--- config.mk ---
export PLATFORM = sky130hd
export DESIGN_NAME = halfAccumTop
export DESIGN_NICKNAME = d
export VERILOG_FILES = /design/src/source/halfAccumPkg.sv /design/src/source/hfStageIf.sv /design/src/source/hfAlignStage.sv /design/src/source/hfAddStage.sv /design/src/source/hfNormRoundStage.sv /design/src/source/hfAdder.sv /design/src/source/accumControl.sv /design/src/source/halfAccumTop.sv
export VERILOG_INCLUDE_DIRS = /design/src /design/src/source
export SDC_FILE = /design/constraint.sdc
export NUM_CORES = 1
export LEC_CHECK = 0
export ABC_CLOCK_PERIOD_IN_PS = 10250
export BUFFER_PORTS_ARGS = -buffer_cell sky130_fd_sc_hd__buf_2
export CAP_MARGIN = 20
export CORE_ASPECT_RATIO = 0.9
export CORE_MARGIN = 1.5
export CORE_UTILIZATION = 49
export DETAILED_ROUTE_END_ITERATION = 10
export GPL_TIMING_DRIVEN = 0
export PLACE_DENSITY = 0.66
export SETUP_SLACK_MARGIN = 0.4
export SLEW_MARGIN = 10
export SYNTH_ARGS = -nofsm -noshare
export SYNTH_HDL_FRONTEND = slang
export SYNTH_SLANG_ARGS = --single-unit
--- constraint.sdc ---
create_clock -name ap_clk -period 10.25 [get_ports ap_clk]
set_input_delay 1.5375 -clock ap_clk [delete_from_list [all_inputs] [get_ports ap_clk]]
set_output_delay 1.5375 -clock ap_clk [all_outputs]
set_load 0.01 [all_outputs]
--- src/source/halfAccum_settings.svh ---
`ifndef HALFACCUM_SETTINGS_SVH
`define HALFACCUM_SETTINGS_SVH

// IEEE 754 binary16 layout
`define HF_EXP_BITS 5
`define HF_MANT_BITS 10
`define HF_WIDTH 16
`define HF_BIAS 15

// Guard, round and sticky kept below the mantissa LSB
`define HF_GRS_BITS 3

// Run length and memory port
`define ACCUM_COUNT 16
`define ACCUM_ADDR_BITS 4

// One register per adder stage
`define HF_ADD_LATENCY 3

`endif

--- src/source/halfAccumPkg.sv ---
`include "halfAccum_settings.svh"

package halfAccumPkg;

	// Half-precision word, sign on top
	typedef struct packed {
		logic sign;
		logic [`HF_EXP_BITS-1:0] expo; // Biased exponent
		logic [`HF_MANT_BITS-1:0] mant; // Stored fraction, hidden one implied
	} halfT;

	// Working mantissa inside the adder
	// [14] carry, [13] hidden one, [12:3] fraction, [2:0] guard/round/sticky
	typedef logic [`HF_MANT_BITS+`HF_GRS_BITS+1:0] mantGrsT;

	// Controller FSM
	typedef enum logic [2:0] {
		Idle,
		Fetch, // Memory read issued
		Load, // Word on memQ, handed to adder
		AddWait, // Waiting for adder result
		Finish // Done/ready pulse
	} accumStateT;

endpackage

--- src/source/hfStageIf.sv ---
`timescale 1ns/1ps
`include "halfAccum_settings.svh"

// Align stage to add stage
interface alignLinkIf import halfAccumPkg::*; ();
	logic valid;
	logic sign; // Sign of the larger operand
	logic [`HF_EXP_BITS-1:0] expo; // Common exponent
	mantGrsT largeMant;
	mantGrsT smallMant; // Already shifted, sticky folded in
	logic effSub; // Operand signs differ

	modport producer (output valid, sign, expo, largeMant, smallMant, effSub);
	modport consumer (input valid, sign, expo, largeMant, smallMant, effSub);
endinterface

// Add stage to normalize/round stage
interface sumLinkIf import halfAccumPkg::*; ();
	logic valid;
	logic sign;
	logic [`HF_EXP_BITS-1:0] expo;
	mantGrsT rawSum; // Unnormalized, may carry into top bit

	modport producer (output valid, sign, expo, rawSum);
	modport consumer (input valid, sign, expo, rawSum);
endinterface

--- src/source/hfAlignStage.sv ---
`timescale 1ns/1ps
`include "halfAccum_settings.svh"

module hfAlignStage import halfAccumPkg::*; (
	input logic ap_clk,
	input logic ap_rst,
	input logic inVld,
	input halfT opA,
	input halfT opB,
	alignLinkIf.producer alignOut
);
	localparam int MgW = $bits(mantGrsT);

	logic swap; // B has the larger magnitude
	halfT opBig;
	halfT opSmall;
	logic [`HF_EXP_BITS-1:0] expDiff;
	mantGrsT bigMant;
	mantGrsT smallExt;
	mantGrsT smallAligned;
	logic [2*MgW-1:0] shiftWide; // Upper half kept, lower half becomes sticky

	// Exponent and fraction compare as one unsigned field
	assign swap = {opB.expo, opB.mant} > {opA.expo, opA.mant};
	assign opBig = swap ? opB : opA;
	assign opSmall = swap ? opA : opB;
	assign expDiff = opBig.expo - opSmall.expo; // Never negative

	// Hidden one only for a nonzero exponent
	assign bigMant = {1'b0, |opBig.expo, opBig.mant, {`HF_GRS_BITS{1'b0}}};
	assign smallExt = {1'b0, |opSmall.expo, opSmall.mant, {`HF_GRS_BITS{1'b0}}};

	assign shiftWide = {smallExt, {MgW{1'b0}}} >> expDiff;

	always_comb begin
		if (expDiff >= MgW) begin
			// Everything shifted out, only sticky remains
			smallAligned = {{(MgW-1){1'b0}}, |smallExt};
		end else begin
			smallAligned = shiftWide[2*MgW-1 -: MgW] |
				{{(MgW-1){1'b0}}, |shiftWide[MgW-1:0]};
		end
	end

	always_ff @(posedge ap_clk) begin
		if (ap_rst) begin
			alignOut.valid <= 1'b0;
		end else begin
			alignOut.valid <= inVld;
		end
	end

	always_ff @(posedge ap_clk) begin
		alignOut.sign <= opBig.sign; // Result takes sign of larger magnitude
		alignOut.expo <= opBig.expo;
		alignOut.largeMant <= bigMant;
		alignOut.smallMant <= smallAligned;
		alignOut.effSub <= opA.sign ^ opB.sign;
	end

	// Pipeline valid must be clean once out of reset
	validKnown: assert property (@(posedge ap_clk) disable iff (ap_rst)
		!$isunknown(alignOut.valid));

endmodule

--- src/source/hfAddStage.sv ---
`timescale 1ns/1ps

module hfAddStage import halfAccumPkg::*; (
	input logic ap_clk,
	input logic ap_rst,
	alignLinkIf.consumer alignIn,
	sumLinkIf.producer sumOut
);
	mantGrsT rawSum;
	logic cancelZero;

	// Larger magnitude is always on the left, so no borrow out
	always_comb begin
		if (alignIn.effSub) begin
			rawSum = alignIn.largeMant - alignIn.smallMant;
		end else begin
			rawSum = alignIn.largeMant + alignIn.smallMant; // Top bit catches carry
		end
	end

	// Exact cancellation of opposite signs
	assign cancelZero = alignIn.effSub && (rawSum == '0);

	always_ff @(posedge ap_clk) begin
		if (ap_rst) begin
			sumOut.valid <= 1'b0;
		end else begin
			sumOut.valid <= alignIn.valid;
		end
	end

	always_ff @(posedge ap_clk) begin
		sumOut.sign <= cancelZero ? 1'b0 : alignIn.sign; // x + (-x) is +0
		sumOut.expo <= alignIn.expo;
		sumOut.rawSum <= rawSum;
	end

endmodule

--- src/source/hfNormRoundStage.sv ---
`timescale 1ns/1ps
`include "halfAccum_settings.svh"

module hfNormRoundStage import halfAccumPkg::*; (
	input logic ap_clk,
	input logic ap_rst,
	sumLinkIf.consumer sumIn,
	output logic sumVld,
	output halfT sum
);
	localparam int MgW = $bits(mantGrsT);
	localparam int HidPos = `HF_MANT_BITS + `HF_GRS_BITS; // Hidden one position
	localparam int LzW = $clog2(MgW);
	localparam int ExpW = `HF_EXP_BITS + 2; // Signed, room for over/underflow
	localparam int ExpMax = (1 << `HF_EXP_BITS) - 1; // All ones means infinity

	logic [LzW-1:0] lzCount;
	mantGrsT normMant;
	logic signed [ExpW-1:0] normExp;
	logic signed [ExpW-1:0] finalExp;
	logic roundUp;
	logic [`HF_MANT_BITS+1:0] rounded; // Hidden one, fraction, rounding carry
	logic [`HF_MANT_BITS-1:0] roundedMant;
	halfT resWord;

	// Leading-one detect, highest set bit wins
	always_comb begin
		lzCount = '0;
		for (int i = 0; i <= HidPos; i++) begin
			if (sumIn.rawSum[i]) begin
				lzCount = LzW'(HidPos - i);
			end
		end
	end

	always_comb begin
		if (sumIn.rawSum[MgW-1]) begin
			// Carry out, one right shift, dropped bit joins sticky
			normMant = {1'b0, sumIn.rawSum[MgW-1:2], sumIn.rawSum[1] | sumIn.rawSum[0]};
			normExp = $signed({2'b00, sumIn.expo}) + ExpW'(1);
		end else begin
			normMant = sumIn.rawSum << lzCount; // Only after near cancellation, GRS exact
			normExp = $signed({2'b00, sumIn.expo}) - $signed({{(ExpW-LzW){1'b0}}, lzCount});
		end
	end

	// Nearest even: guard set and (round, sticky or odd LSB)
	assign roundUp = normMant[2] & (normMant[1] | normMant[0] | normMant[`HF_GRS_BITS]);
	assign rounded = {1'b0, normMant[HidPos:`HF_GRS_BITS]} +
		{{(`HF_MANT_BITS+1){1'b0}}, roundUp};
	assign roundedMant = rounded[`HF_MANT_BITS+1] ? rounded[`HF_MANT_BITS:1]
		: rounded[`HF_MANT_BITS-1:0];
	assign finalExp = normExp + $signed({{(ExpW-1){1'b0}}, rounded[`HF_MANT_BITS+1]});

	always_comb begin
		resWord.sign = sumIn.sign;
		resWord.expo = finalExp[`HF_EXP_BITS-1:0];
		resWord.mant = roundedMant;
		if (sumIn.rawSum == '0) begin
			resWord.expo = '0; // Exact zero keeps its sign
			resWord.mant = '0;
		end else if (finalExp <= 0) begin
			resWord = '0; // Underflow flushes to +0
		end else if (finalExp >= ExpMax) begin
			resWord.expo = '1; // Saturate to infinity
			resWord.mant = '0;
		end
	end

	always_ff @(posedge ap_clk) begin
		if (ap_rst) begin
			sumVld <= 1'b0;
		end else begin
			sumVld <= sumIn.valid;
		end
	end

	always_ff @(posedge ap_clk) begin
		sum <= resWord;
	end

endmodule

--- src/source/hfAdder.sv ---
`timescale 1ns/1ps
`include "halfAccum_settings.svh"

module hfAdder import halfAccumPkg::*; (
	input logic ap_clk,
	input logic ap_rst,
	input logic inVld,
	input halfT opA,
	input halfT opB,
	output logic sumVld,
	output halfT sum
);
	alignLinkIf alignLink ();
	sumLinkIf sumLink ();

	// Stage 1, operand order and alignment
	hfAlignStage align_i (
		.ap_clk (ap_clk),
		.ap_rst (ap_rst),
		.inVld (inVld),
		.opA (opA),
		.opB (opB),
		.alignOut (alignLink.producer)
	);

	// Stage 2, mantissa add/sub
	hfAddStage add_i (
		.ap_clk (ap_clk),
		.ap_rst (ap_rst),
		.alignIn (alignLink.consumer),
		.sumOut (sumLink.producer)
	);

	// Stage 3, normalize and round
	hfNormRoundStage norm_i (
		.ap_clk (ap_clk),
		.ap_rst (ap_rst),
		.sumIn (sumLink.consumer),
		.sumVld (sumVld),
		.sum (sum)
	);

	// Fixed latency through all three stages
	latencyCheck: assert property (@(posedge ap_clk) disable iff (ap_rst)
		inVld |-> ##(`HF_ADD_LATENCY) sumVld);

endmodule

--- src/source/accumControl.sv ---
`timescale 1ns/1ps
`include "halfAccum_settings.svh"

module accumControl import halfAccumPkg::*; (
	input logic ap_clk,
	input logic ap_rst,
	input logic apStart,
	input logic apContinue,
	output logic apDone,
	output logic apIdle,
	output logic apReady,
	output logic [`ACCUM_ADDR_BITS-1:0] memAddr,
	output logic memCe,
	input halfT memQ,
	output logic addVld,
	output halfT addA,
	output halfT addB,
	input logic sumVld,
	input halfT sum,
	output halfT result,
	output logic resultVld
);
	localparam int IdxW = `ACCUM_ADDR_BITS + 1; // One extra bit to reach ACCUM_COUNT
	localparam logic [IdxW-1:0] LastIdx = IdxW'(`ACCUM_COUNT - 1);

	accumStateT state;
	accumStateT nextState;
	logic [IdxW-1:0] wordIdx;
	logic doneReg; // Held done, waits for apContinue
	logic startOk;
	logic sumTake; // Adder result captured this cycle
	halfT runSum;
	halfT resultReg;

	assign startOk = (state == Idle) && apStart && !doneReg;
	assign sumTake = (state == AddWait) && sumVld;

	always_comb begin
		nextState = state;
		case (state)
			Idle: begin
				if (startOk) begin
					nextState = Fetch;
				end
			end
			Fetch: nextState = Load;
			Load: nextState = AddWait;
			AddWait: begin
				if (sumTake) begin
					nextState = (wordIdx == LastIdx) ? Finish : Fetch;
				end
			end
			Finish: nextState = Idle;
			default: nextState = Idle;
		endcase
	end

	always_ff @(posedge ap_clk) begin
		if (ap_rst) begin
			state <= Idle;
			wordIdx <= '0;
			doneReg <= 1'b0;
		end else begin
			state <= nextState;
			if (startOk) begin
				wordIdx <= '0;
			end else if (sumTake) begin
				wordIdx <= wordIdx + 1'b1;
			end
			if (apContinue) begin
				doneReg <= 1'b0; // Continue wins over a new done
			end else if (state == Finish) begin
				doneReg <= 1'b1;
			end
		end
	end

	// Running sum and last published result
	always_ff @(posedge ap_clk) begin
		if (startOk) begin
			runSum <= '0;
		end else if (sumTake) begin
			runSum <= sum;
		end
		if (state == Finish) begin
			resultReg <= runSum;
		end
	end

	assign memCe = (state == Fetch);
	assign memAddr = wordIdx[`ACCUM_ADDR_BITS-1:0];
	assign addVld = (state == Load); // memQ valid one cycle after Fetch
	assign addA = runSum;
	assign addB = memQ;

	assign apDone = (state == Finish) || doneReg;
	assign apReady = (state == Finish);
	assign apIdle = (state == Idle) && !apStart;
	assign resultVld = (state == Finish);
	assign result = (state == Finish) ? runSum : resultReg;

	// Adder result only lands while the FSM waits for it
	sumInWait: assert property (@(posedge ap_clk) disable iff (ap_rst)
		sumVld |-> (state == AddWait));

	idxRange: assert property (@(posedge ap_clk) disable iff (ap_rst)
		wordIdx <= IdxW'(`ACCUM_COUNT));

endmodule

--- src/source/halfAccumTop.sv ---
`timescale 1ns/1ps
`include "halfAccum_settings.svh"

module halfAccumTop import halfAccumPkg::*; (
	input logic ap_clk,
	input logic ap_rst,
	input logic apStart,
	input logic apContinue,
	output logic apDone,
	output logic apIdle,
	output logic apReady,
	output logic [`ACCUM_ADDR_BITS-1:0] memAddr,
	output logic memCe,
	input logic [`HF_WIDTH-1:0] memQ,
	output logic [`HF_WIDTH-1:0] result,
	output logic resultVld
);
	logic addVld;
	halfT addA; // Running sum
	halfT addB; // Memory word
	logic sumVld;
	halfT sum;

	accumControl ctrl_i (
		.ap_clk (ap_clk),
		.ap_rst (ap_rst),
		.apStart (apStart),
		.apContinue (apContinue),
		.apDone (apDone),
		.apIdle (apIdle),
		.apReady (apReady),
		.memAddr (memAddr),
		.memCe (memCe),
		.memQ (memQ),
		.addVld (addVld),
		.addA (addA),
		.addB (addB),
		.sumVld (sumVld),
		.sum (sum),
		.result (result),
		.resultVld (resultVld)
	);

	hfAdder adder_i (
		.ap_clk (ap_clk),
		.ap_rst (ap_rst),
		.inVld (addVld),
		.opA (addA),
		.opB (addB),
		.sumVld (sumVld),
		.sum (sum)
	);

endmodule

==> flow_metrics.tcl, run 1 <==
set metrics [dict create \
    status "finished clean" \
    die_width_um 136.0 \
    cp_max_fo 10 \
    cts_resized 0 \
    port_buffers 44 \
    finalSetupTns_ns 0 \
    cts_root_buf "clkbuf_16" \
    tightest_slew_ns 1.001 \
    synthDistinctLibCells 95 \
    dp_hpwl_um 16700 \
    slowest_delay_ns 0.48 \
    start_util 0.5036 \
    maxCapViolations 0 \
    area_delta_synth_final_pct 14.11 \
    crit_type "input pin to flip-flop" \
    peakVddDrop_mv 0.1870 \
    intPower_uw 1153 \
    die_h_um 122.7 \
    power_frac_seq 0.311 \
    hold_viol 0 \
    p_switching_uw 639.4 \
    synth_most_common_cell "dfxtp_1" \
    ff_latch_area_um2 2262 \
    grt_pass1_vias 6557 \
    cts_tree "yes" \
    path_cells "buf_2 > ha_1 > and3_1 > a221o_1 > nor3_1 > o21ai_2 > buf_6 > a2bb2oi_2 > ha_1 > clkbuf_1 > inv_1 > clkbuf_1 > nor2_1 > o31ai_1 > o211ai_1 > nor3_1 > o211ai_1 > o311ai_4 > o211ai_2" \
    combPwrFrac 0.343 \
    hp-class "flip-flop to flip-flop" \
    drcViolationCount 0 \
    synth-edff-count 0 \
    grt_pass1_wl_um 34940 \
    synth_nets 1022 \
    r2r-start "adder_i.add_i.sumOut.rawSum[7]$_DFF_P_" \
    layout-drive-gt1-share 0.1569 \
    crit_family "compound AO/OA/AOI/OAI gates" \
    drt-initial-drc-count 766 \
    ys_ff_latch 113 \
    synth_flop_cell "dfxtp_1" \
    io_pins 45 \
    r2r_setup_slack_ns 4.76 \
    cp-end-kind "flip-flop" \
    placed_cells 1196 \
    startpoint_type "input pin" \
    power_frac_clock 0.346 \
    fin_crit_sh 0.5715 \
    fin_skew_ns 0.008122 \
    r2r_end "adder_i.norm_i.sum[2]$_SDFF_PP0_" \
    finalInstanceArea_um2 8904 \
    crit_buf_inv 5 \
    r2r_cells 18 \
    relSlewSlack 0.3309 \
    power_leakage_uw 0.003650 \
    stdcell_count 1228 \
    slew_violations 0 \
    min_period_ns 5.858 \
    cts_buffers 17 \
    grt_util_all_layers 0.2711 \
    grt.overflow.total 0 \
    powerDensity_nw_per_um2 201.3 \
    clockBufferDepth 2 \
    wire_per_inst_um 17.86 \
    yosys.area.top_type_share 0.2899 \
    netlist_area_um2 7802 \
    yosys-top-cells-count "dfxtp_1, nand2_1, a21oi_1, inv_1" \
    postCtsHoldBufs 0 \
    seq_area_frac_synth 0.2899 \
    swShare 0.3568 \
    rsz0062_at_grt "false" \
    endpoint "adder_i.align_i.alignOut.smallMant[0]$_DFF_P_" \
    cts_setup_buffers 0 \
    cp.required_ns 10.53 \
    viasPerCell 5.977 \
    synth_area_per_cell_um2 8.213 \
    floorplan.core_area_um2 15490 \
    diodes 0 \
    place.gp.congestion 0.9595 \
    rows 43 \
    drt_wl_total_um 21930 \
    clk_latency_ns 0.42 \
    cpMaxStageDelayCell "nor3_1" \
    antenna_found_initial 0 \
    cts_sinks 113 \
    async_flop_share 0 \
    startpoint "memQ[6]" \
    path_depth 19 \
    grt_max_degree 17 \
    fmaxAchievable_ghz 0.1707 \
    synth_area_leaders "dfxtp_1, ha_1, nand2_1, a21oi_1, mux2_2" \
    multiInputGateArea_um2 5032 \
    hold_depth 0 \
    worst_ep_arrival_time_ns 6.14 \
    first_pass_iters 8 \
    ant_nets 0 \
    fillCellCount 1407 \
    setup_viol 0 \
    htree_num_levels 4 \
    dpl_cell_area_um2 8275 \
    yosysWarnings 0 \
    syn_inst 950 \
    clk_pin_slew_ns 0.05 \
    vias 7340 \
    hold_slack_ns 0.3263 \
    nNetsFinal 1085 \
    synth_top_area_cell "dfxtp_1" \
    fp.dieArea_um2 16690 \
]
==> through the flow <==
stage	worst slack (ns)	utilization	power (µW)
after floorplan	4.942	-	1006
after global placement	4.089	0.5341	1166
after detailed placement	4.108	0.5341	1162
after CTS	4.540	0.5746	1788
after global routing	4.098	0.5746	1893
final	4.392	0.5746	1792
==> metal layers <==
layer / routed length, µm / part of all wire / vias to the layer above / track usage
met3: 1664 / 0.076 / 38 / 0.06898
met5: 0 / 0 / - / 0
met4: 331 / 0.015 / 0 / 0.08045
met2: 9142 / 0.42 / 271 / 0.3842
li1: - / - / 3597 / -
met1: 10790 / 0.49 / 3434 / 0.4006
==> registers in the layout (all words and copies together), names as in the netlist, 3 cells and up <==
signal,cells
adder_i.add_i.sumOut.rawSum,15
adder_i.norm_i.sum,16
adder_i.add_i.sumOut.expo,5
adder_i.align_i.alignOut.smallMant,14
adder_i.align_i.alignOut.largeMant,11
ctrl_i.state,3
adder_i.align_i.alignOut.expo,5
ctrl_i.addA,16
ctrl_i.wordIdx,5
ctrl_i.resultReg,16
==> logic make-up (layout without fill, tap and decap cells) <==
group                      Yosys count  after routing  share of synthesized area
buffers and inverters              118            194                    0.06511
and+or+nand+nor                    314            314                     0.2059
AOI/OAI and AO/OA                  277            277                     0.2487
xor gates and xnor gates            30             30                    0.03368
muxes                               46             46                    0.07136
adders and majority gates           52             52                    0.08531
DFF                                113            113                     0.2899
==> cell type report <==
class | count | area share
clock inverter | 12 | 0.02038
timing repair buffer | 44 | 0.02473
buffer | 51 | 0.02881
inverter | 67 | 0.02825
sequential | 113 | 0.2541
multi-input combinational | 719 | 0.5652
clock buffer | 20 | 0.05017
tap | 202 | 0.02839
==> power by group through the flow <==
stage | logic, µW | registers [µW] | clock network [µW]
final | 614 | 558 | 620
after global routing | 676 | 565 | 652
after CTS | 602 | 557 | 629
after detailed placement | 597 | 565 | 0
after global placement | 599 | 567 | 0
after floorplan | 462 | 543 | 0
==> how the worst min path moves through the flow <==
stage,startpoint,endpoint,slack [ns]
2_1_floorplan,adder_i.align_i.alignOut.expo[0]$_DFF_P_,adder_i.add_i.sumOut.expo[0]$_DFF_P_,0.31
3_3_place_gp,adder_i.align_i.alignOut.expo[4]$_DFF_P_,adder_i.add_i.sumOut.expo[4]$_DFF_P_,0.31
3_5_place_dp,adder_i.align_i.alignOut.expo[1]$_DFF_P_,adder_i.add_i.sumOut.expo[1]$_DFF_P_,0.31
4_1_cts,adder_i.align_i.alignOut.expo[1]$_DFF_P_,adder_i.add_i.sumOut.expo[1]$_DFF_P_,0.33
5_1_grt,adder_i.align_i.alignOut.expo[1]$_DFF_P_,adder_i.add_i.sumOut.expo[1]$_DFF_P_,0.33
6_report,adder_i.align_i.alignOut.expo[4]$_DFF_P_,adder_i.add_i.sumOut.expo[4]$_DFF_P_,0.33
==> worst register-to-register path, delay by kind of cell (launching register included) <==
family | cells | cell delay, ns
flops | 1 | 0.32
compound gates | 7 | 1.78
buf+inv | 2 | 0.89
simple gates | 8 | 2.27
fa+ha+maj | 1 | 0.17
==> layout by cell type, fill, tap and decap left out, types with 14 or more instances in the layout <==
cell / Yosys / routed
mux2_2: 24 / 24
dfxtp_1: 113 / 113
nor3_1: 25 / 25
nand3_1: 19 / 19
inv_1: 66 / 66
nor2_1: 46 / 46
o21ai_0: 50 / 50
clkbuf_1: 33 / 35
buf_2: 4 / 48
a31oi_1: 15 / 15
nand4_1: 14 / 14
mux2i_1: 16 / 16
clkbuf_16: 0 / 17
ha_1: 50 / 50
a21oi_1: 76 / 76
nand2_1: 111 / 111
xnor2_1: 17 / 17
Power figures use the tool's default switching activity.
==> run 2, diff against run 1 <==
--- a/config.mk
+++ b/config.mk
@@ -6,7 +6,7 @@
 export SDC_FILE = /design/constraint.sdc
 export NUM_CORES = 1
 export LEC_CHECK = 0
-export ABC_CLOCK_PERIOD_IN_PS = 10250
+export ABC_CLOCK_PERIOD_IN_PS = 5500
 export BUFFER_PORTS_ARGS = -buffer_cell sky130_fd_sc_hd__buf_2
 export CAP_MARGIN = 20
 export CORE_ASPECT_RATIO = 0.9
==> constraint.sdc (replaced) <==
create_clock -name ap_clk -period 5.5 [get_ports ap_clk]
set_input_delay 0.825 -clock ap_clk [delete_from_list [all_inputs] [get_ports ap_clk]]
set_output_delay 0.825 -clock ap_clk [all_outputs]
set_load 0.01 [all_outputs]
==> flow_metrics.tcl, run 2 (synthesis results as in run 1) <==
set metrics [dict create \
    postCtsHoldBufs 0 \
    wire_per_inst_um 17.94 \
    setup_viol 0 \
    ant_nets 0 \
    worst_ep_arrival_time_ns 5.19 \
    fp.dieArea_um2 16690 \
    clk_pin_slew_ns 0.06 \
    io_pins 45 \
    use_met1 0.4016 \
    layout-drive-gt1-share 0.1864 \
    grt_max_degree 17 \
    startpoint_type "flip-flop" \
    first_pass_iters 5 \
    antenna_found_initial 0 \
    floorplan.core_area_um2 15490 \
    hp-class "flip-flop to flip-flop" \
    maxCapViolations 0 \
    power_leakage_uw 0.003712 \
    mostFrequentLayoutCells "nand2_1, dfxtp_1, a21oi_1" \
    place.gp.congestion 0.9595 \
    viasPerCell 5.968 \
    r2r-start "adder_i.add_i.sumOut.rawSum[0]$_DFF_P_" \
    grt.overflow.total 0 \
    r2r_end "adder_i.norm_i.sum[2]$_SDFF_PP0_" \
    port_buffers 44 \
    powerDensity_nw_per_um2 376.8 \
    cp-end-kind "flip-flop" \
    rows 43 \
    die_width_um 136.0 \
    crit_family "compound AO/OA/AOI/OAI gates" \
    slew_violations 0 \
    path_cells "buf_6 > nor2b_1 > o21bai_2 > a211oi_4 > o21ai_2 > mux2i_2 > mux4_2 > o31ai_4 > and3_4 > and3_1 > ha_1 > ha_1 > xor2_1 > inv_1 > and4_1 > a311o_1 > nand2b_2 > a31o_2 > nor3_2" \
    cts_buffers 17 \
    diodes 0 \
    htree_num_levels 4 \
    hold_viol 0 \
    dp_hpwl_um 16700 \
    slowest_delay_ns 0.55 \
    grt_pass1_wl_um 35050 \
    drt-initial-drc-count 605 \
    clockBufferDepth 2 \
    cpMaxStageDelayCell "mux4_2" \
    tightest_slew_ns 0.9908 \
    r2r_cells 19 \
    fmaxAchievable_ghz 0.2055 \
    peakVddDrop_mv 0.3613 \
    rsz0062_at_grt "false" \
    start_util 0.5036 \
    cp.required_ns 5.83 \
    relSlewSlack 0.3374 \
    drt_wl_total_um 22110 \
    grt_busiest_layer "met1" \
    cts_root_buf "clkbuf_16" \
    status "finished clean" \
    hold_depth 0 \
    grt_pass1_vias 6583 \
    fin_skew_ns 0.009675 \
    min_period_ns 4.866 \
    hold_slack_ns 0.3254 \
    fin_crit_sh 0.8848 \
    cp_max_fo 9 \
    finalSetupTns_ns 0 \
    worstHoldStart "adder_i.align_i.alignOut.expo[1]$_DFF_P_" \
    clk_latency_ns 0.41 \
    area_delta_synth_final_pct 16.07 \
    cts_sinks 113 \
    whs_endpoint "adder_i.add_i.sumOut.expo[1]$_DFF_P_" \
    met3_usage 0.06898 \
    gr-usage-met2 0.3857 \
    vias 7353 \
    die_h_um 122.7 \
    r2r_setup_slack_ns 0.63 \
    crit_buf_inv 2 \
    grt_util_all_layers 0.2719 \
    crit_top_cell "ha_1" \
    cts_tree "yes" \
    crit_type "flip-flop to flip-flop" \
    drcViolationCount 0 \
    nNetsFinal 1089 \
]
==> run 2: cell count changes in the layout (fill, tap and decap cells not counted), sizes merged <==
| cell | before | now |
|---|---|---|
| buf | 62 | 64 |
| clkbuf | 53 | 55 |
==> run 2: power breakdown <==
part	internal [µW]	switching, µW
Sequential	942	107
Combinational	473	736
Clock	771	384
==> run 2: metal layers <==
metal,part of all wire,vias up
met4,0.011,0
met2,0.43,256
met3,0.078,22
li1,-,3617
met1,0.48,3458
met5,0,-
==> run 2: area by class of cell <==
cell class                 instances  area [µm²]
buffer                            51       270.3
clock buffer                      20       446.7
clock inverter                    12       181.4
fill                            1398        6439
inverter                          67       251.5
multi-input combinational        719        5139
sequential                       113        2265
tap                              202       252.7
timing repair buffer              48       250.2
==> run 2: what timing repair did <==
item                                    4_1_cts  5_1_grt
pin swaps                                     3        3
gates cloned                                  0        0
gates resized for setup                       5       34
setup buffers                                 1        3
endpoints found under the setup margin        5       15
==> run 2: stage by stage <==
stage               std cells  worst slack [ns]  area (µm²)  power, µW  utilization
CTS                      1229            0.4158        8930       3339       0.5763
floorplan                 950            0.9045        7802       1874            -
detailed placement       1196           0.07072        8275       2165       0.5341
finish                   1232            0.6338        9056       3413       0.5845
global placement         1196           0.05133        8275       2173       0.5341
global route             1232            0.3884        9056       3599       0.5845
==> run 2: worst max-delay path by stage <==
stage | start | to | slack [ns] | cells after the start
after floorplan | memQ[6] | adder_i.align_i.alignOut.smallMant[0]$_DFF_P_ | 0.90 | 18
after global placement | memQ[6] | adder_i.align_i.alignOut.smallMant[0]$_DFF_P_ | 0.05 | 19
after detailed placement | memQ[6] | adder_i.align_i.alignOut.smallMant[0]$_DFF_P_ | 0.07 | 19
after CTS | adder_i.add_i.sumOut.rawSum[10]$_DFF_P_ | adder_i.norm_i.sum[2]$_SDFF_PP0_ | 0.42 | 17
after global routing | adder_i.add_i.sumOut.rawSum[0]$_DFF_P_ | adder_i.norm_i.sum[2]$_SDFF_PP0_ | 0.39 | 18
final | adder_i.add_i.sumOut.rawSum[0]$_DFF_P_ | adder_i.norm_i.sum[2]$_SDFF_PP0_ | 0.63 | 19
==> run 3, diff against run 2 <==
--- a/config.mk
+++ b/config.mk
@@ -7,14 +7,14 @@
 export NUM_CORES = 1
 export LEC_CHECK = 0
 export ABC_CLOCK_PERIOD_IN_PS = 5500
-export BUFFER_PORTS_ARGS = -buffer_cell sky130_fd_sc_hd__buf_2
 export CAP_MARGIN = 20
 export CORE_ASPECT_RATIO = 0.9
 export CORE_MARGIN = 1.5
 export CORE_UTILIZATION = 49
 export DETAILED_ROUTE_END_ITERATION = 10
+export DONT_BUFFER_PORTS = 1
 export GPL_TIMING_DRIVEN = 0
-export PLACE_DENSITY = 0.66
+export REMOVE_ABC_BUFFERS = 1
 export SETUP_SLACK_MARGIN = 0.4
 export SLEW_MARGIN = 10
 export SYNTH_ARGS = -nofsm -noshare
==> flow_metrics.tcl, run 3 (synthesis results as in run 1) <==
set metrics [dict create \
    nNetsFinal 1000 \
    fillCellCount 1461 \
    r2r_cells 17 \
    start_util 0.5036 \
    worst_ep_arrival_time_ns 5.27 \
    place.gp.congestion 0.9160 \
    area_delta_synth_final_pct 10.89 \
    clk_latency_ns 0.42 \
    peakVddDrop_mv 0.3011 \
    power_leakage_uw 0.003380 \
    drcViolationCount 0 \
    startpoint_type "flip-flop" \
    layout_commonest_cell "nand2_1" \
    fmaxAchievable_ghz 0.2032 \
    swShare 0.3841 \
    cp.required_ns 5.85 \
    postCtsHoldBufs 0 \
    dp_hpwl_um 16440 \
    startpoint "ctrl_i.addA[4]$_SDFFE_PP0P_" \
    grt_pass1_wl_um 34910 \
    cp-end-kind "flip-flop" \
    r2r_end "adder_i.align_i.alignOut.smallMant[0]$_DFF_P_" \
    grt_pass1_vias 6736 \
    r2r-start "ctrl_i.addA[4]$_SDFFE_PP0P_" \
    finalInstanceArea_um2 8652 \
    drt-initial-drc-count 527 \
    maxCapViolations 0 \
    cts_sinks 113 \
    first_pass_iters 5 \
    grt_max_degree 36 \
    slew_violations 0 \
    grt_util_all_layers 0.2709 \
    antenna_found_initial 3 \
    io_pins 45 \
    crit_type "flip-flop to flip-flop" \
    port_buffers 0 \
    wire_per_inst_um 19.25 \
    floorplan.core_area_um2 15490 \
    status "finished clean" \
    layout-drive-gt1-share 0.1520 \
    ant_nets 0 \
    cts_tree "yes" \
    rows 43 \
    combPwrFrac 0.343 \
    p_switching_uw 1275 \
    min_period_ns 4.920 \
    htree_num_levels 4 \
    die_h_um 122.7 \
    mostFrequentLayoutCells "nand2_1, dfxtp_1, a21oi_1" \
    power_frac_seq 0.333 \
    relSlewSlack 0.2116 \
    r2r_setup_slack_ns 0.58 \
    fin_skew_ns 0.01043 \
    die_width_um 136.0 \
    hold_viol 0 \
    dpl_cell_area_um2 7851 \
    intPower_uw 2044 \
    vias 7074 \
    tightest_slew_ns 1.179 \
    cts_root_buf "clkbuf_16" \
    fin_crit_sh 0.8946 \
    cp_max_fo 35 \
    hold_slack_ns 0.3283 \
    clk_pin_slew_ns 0.06 \
    cts_buffers 17 \
    viasPerCell 6.184 \
    grt.overflow.total 0 \
    power_frac_clock 0.325 \
    rsz0062_at_grt "true" \
    endpoint "adder_i.align_i.alignOut.smallMant[0]$_DFF_P_" \
    setup_viol 0 \
    powerDensity_nw_per_um2 383.5 \
    fp.dieArea_um2 16690 \
    hp-class "flip-flop to flip-flop" \
    clockBufferDepth 2 \
    drt_wl_total_um 22030 \
]
==> run 3: cell count changes in the layout (fill, tap and decap cells not counted), sizes merged <==
cell      change
buf          -55
bufinv        -3
clkbuf       -38
clkinv        -1
clkinvlp      -1
diode         +1
inv           +9
==> run 3: metal layers <==
metal | global-route usage | wire length [µm] | share of wire
met1 | 0.3820 | 10430 | 0.47
met2 | 0.4037 | 9440 | 0.43
met3 | 0.07022 | 1654 | 0.075
met4 | 0.08444 | 501 | 0.023
met5 | 0 | 0 | 0
==> run 3: worst min path at each step <==
stage,to,depth (start not counted),startpoint,slack (ns)
floorplan,adder_i.add_i.sumOut.expo[0]$_DFF_P_,0,adder_i.align_i.alignOut.expo[0]$_DFF_P_,0.31
global placement,adder_i.add_i.sumOut.expo[4]$_DFF_P_,0,adder_i.align_i.alignOut.expo[4]$_DFF_P_,0.32
detailed placement,adder_i.add_i.sumOut.expo[4]$_DFF_P_,0,adder_i.align_i.alignOut.expo[4]$_DFF_P_,0.32
CTS,adder_i.add_i.sumOut.expo[2]$_DFF_P_,0,adder_i.align_i.alignOut.expo[2]$_DFF_P_,0.33
global route,adder_i.add_i.sumOut.expo[0]$_DFF_P_,0,adder_i.align_i.alignOut.expo[0]$_DFF_P_,0.34
finish,adder_i.add_i.sumOut.expo[0]$_DFF_P_,0,adder_i.align_i.alignOut.expo[0]$_DFF_P_,0.33
==> run 3: cell type report <==
class	count	area, µm²	area share
inverters	67	254.0	0.02936
repair buffers	9	77.57	0.008966
clock buffers	17	425.4	0.04917
well taps	202	252.7	0.02921
diodes	1	2.502	0.0002892
clock inverters	15	160.2	0.01851
multi-input cells	719	5201	0.6012
flip-flops and latches	113	2271	0.2625
repair inverters	1	7.507	0.0008677
==> run 3: what timing repair did <==
item                       in CTS  in global routing
gates cloned                    1                  0
setup endpoints to repair      13                 12
setup buffers                   1                  5
pin swaps                       3                  4
resized for setup              10                 29
==> run 3: per-stage QoR <==
step                total power [µW]    util  worst slack (ns)  setup TNS (ns)  cells
CTS                             3248  0.5484            0.3799               0   1138
detailed placement              2138  0.5067           -0.3519         -0.5631   1104
finish                          3318  0.5584            0.5796               0   1144
global placement                2121  0.5033            -1.223          -9.201   1101
floorplan                       1843       -           0.08316               0    899
global route                    3508  0.5582            0.3670               0   1143
==> run 3: worst max-delay path, stage by stage (launching register included) <==
cell	delay (ns)
dfxtp_1	0.55
inv_1	0.09
ha_1	0.31
and3_1	0.21
a221o_1	0.40
nor3_2	0.40
o21ai_4	0.14
buf_12	0.19
a2bb2oi_2	0.25
ha_4	0.31
inv_1	0.23
nand2_1	0.23
a211oi_1	0.06
or4_1	0.61
mux2_2	0.33
o2111a_1	0.14
a41o_1	0.22
o211ai_2	0.14
==> run 3: power by group through the flow <==
stage / Clock, µW / Combinational, µW / Sequential, µW
floorplan: 0 / 805 / 1040
global placement: 0 / 1020 / 1100
detailed placement: 0 / 1040 / 1100
CTS: 1090 / 1070 / 1090
global route: 1140 / 1250 / 1120
finish: 1080 / 1140 / 1100
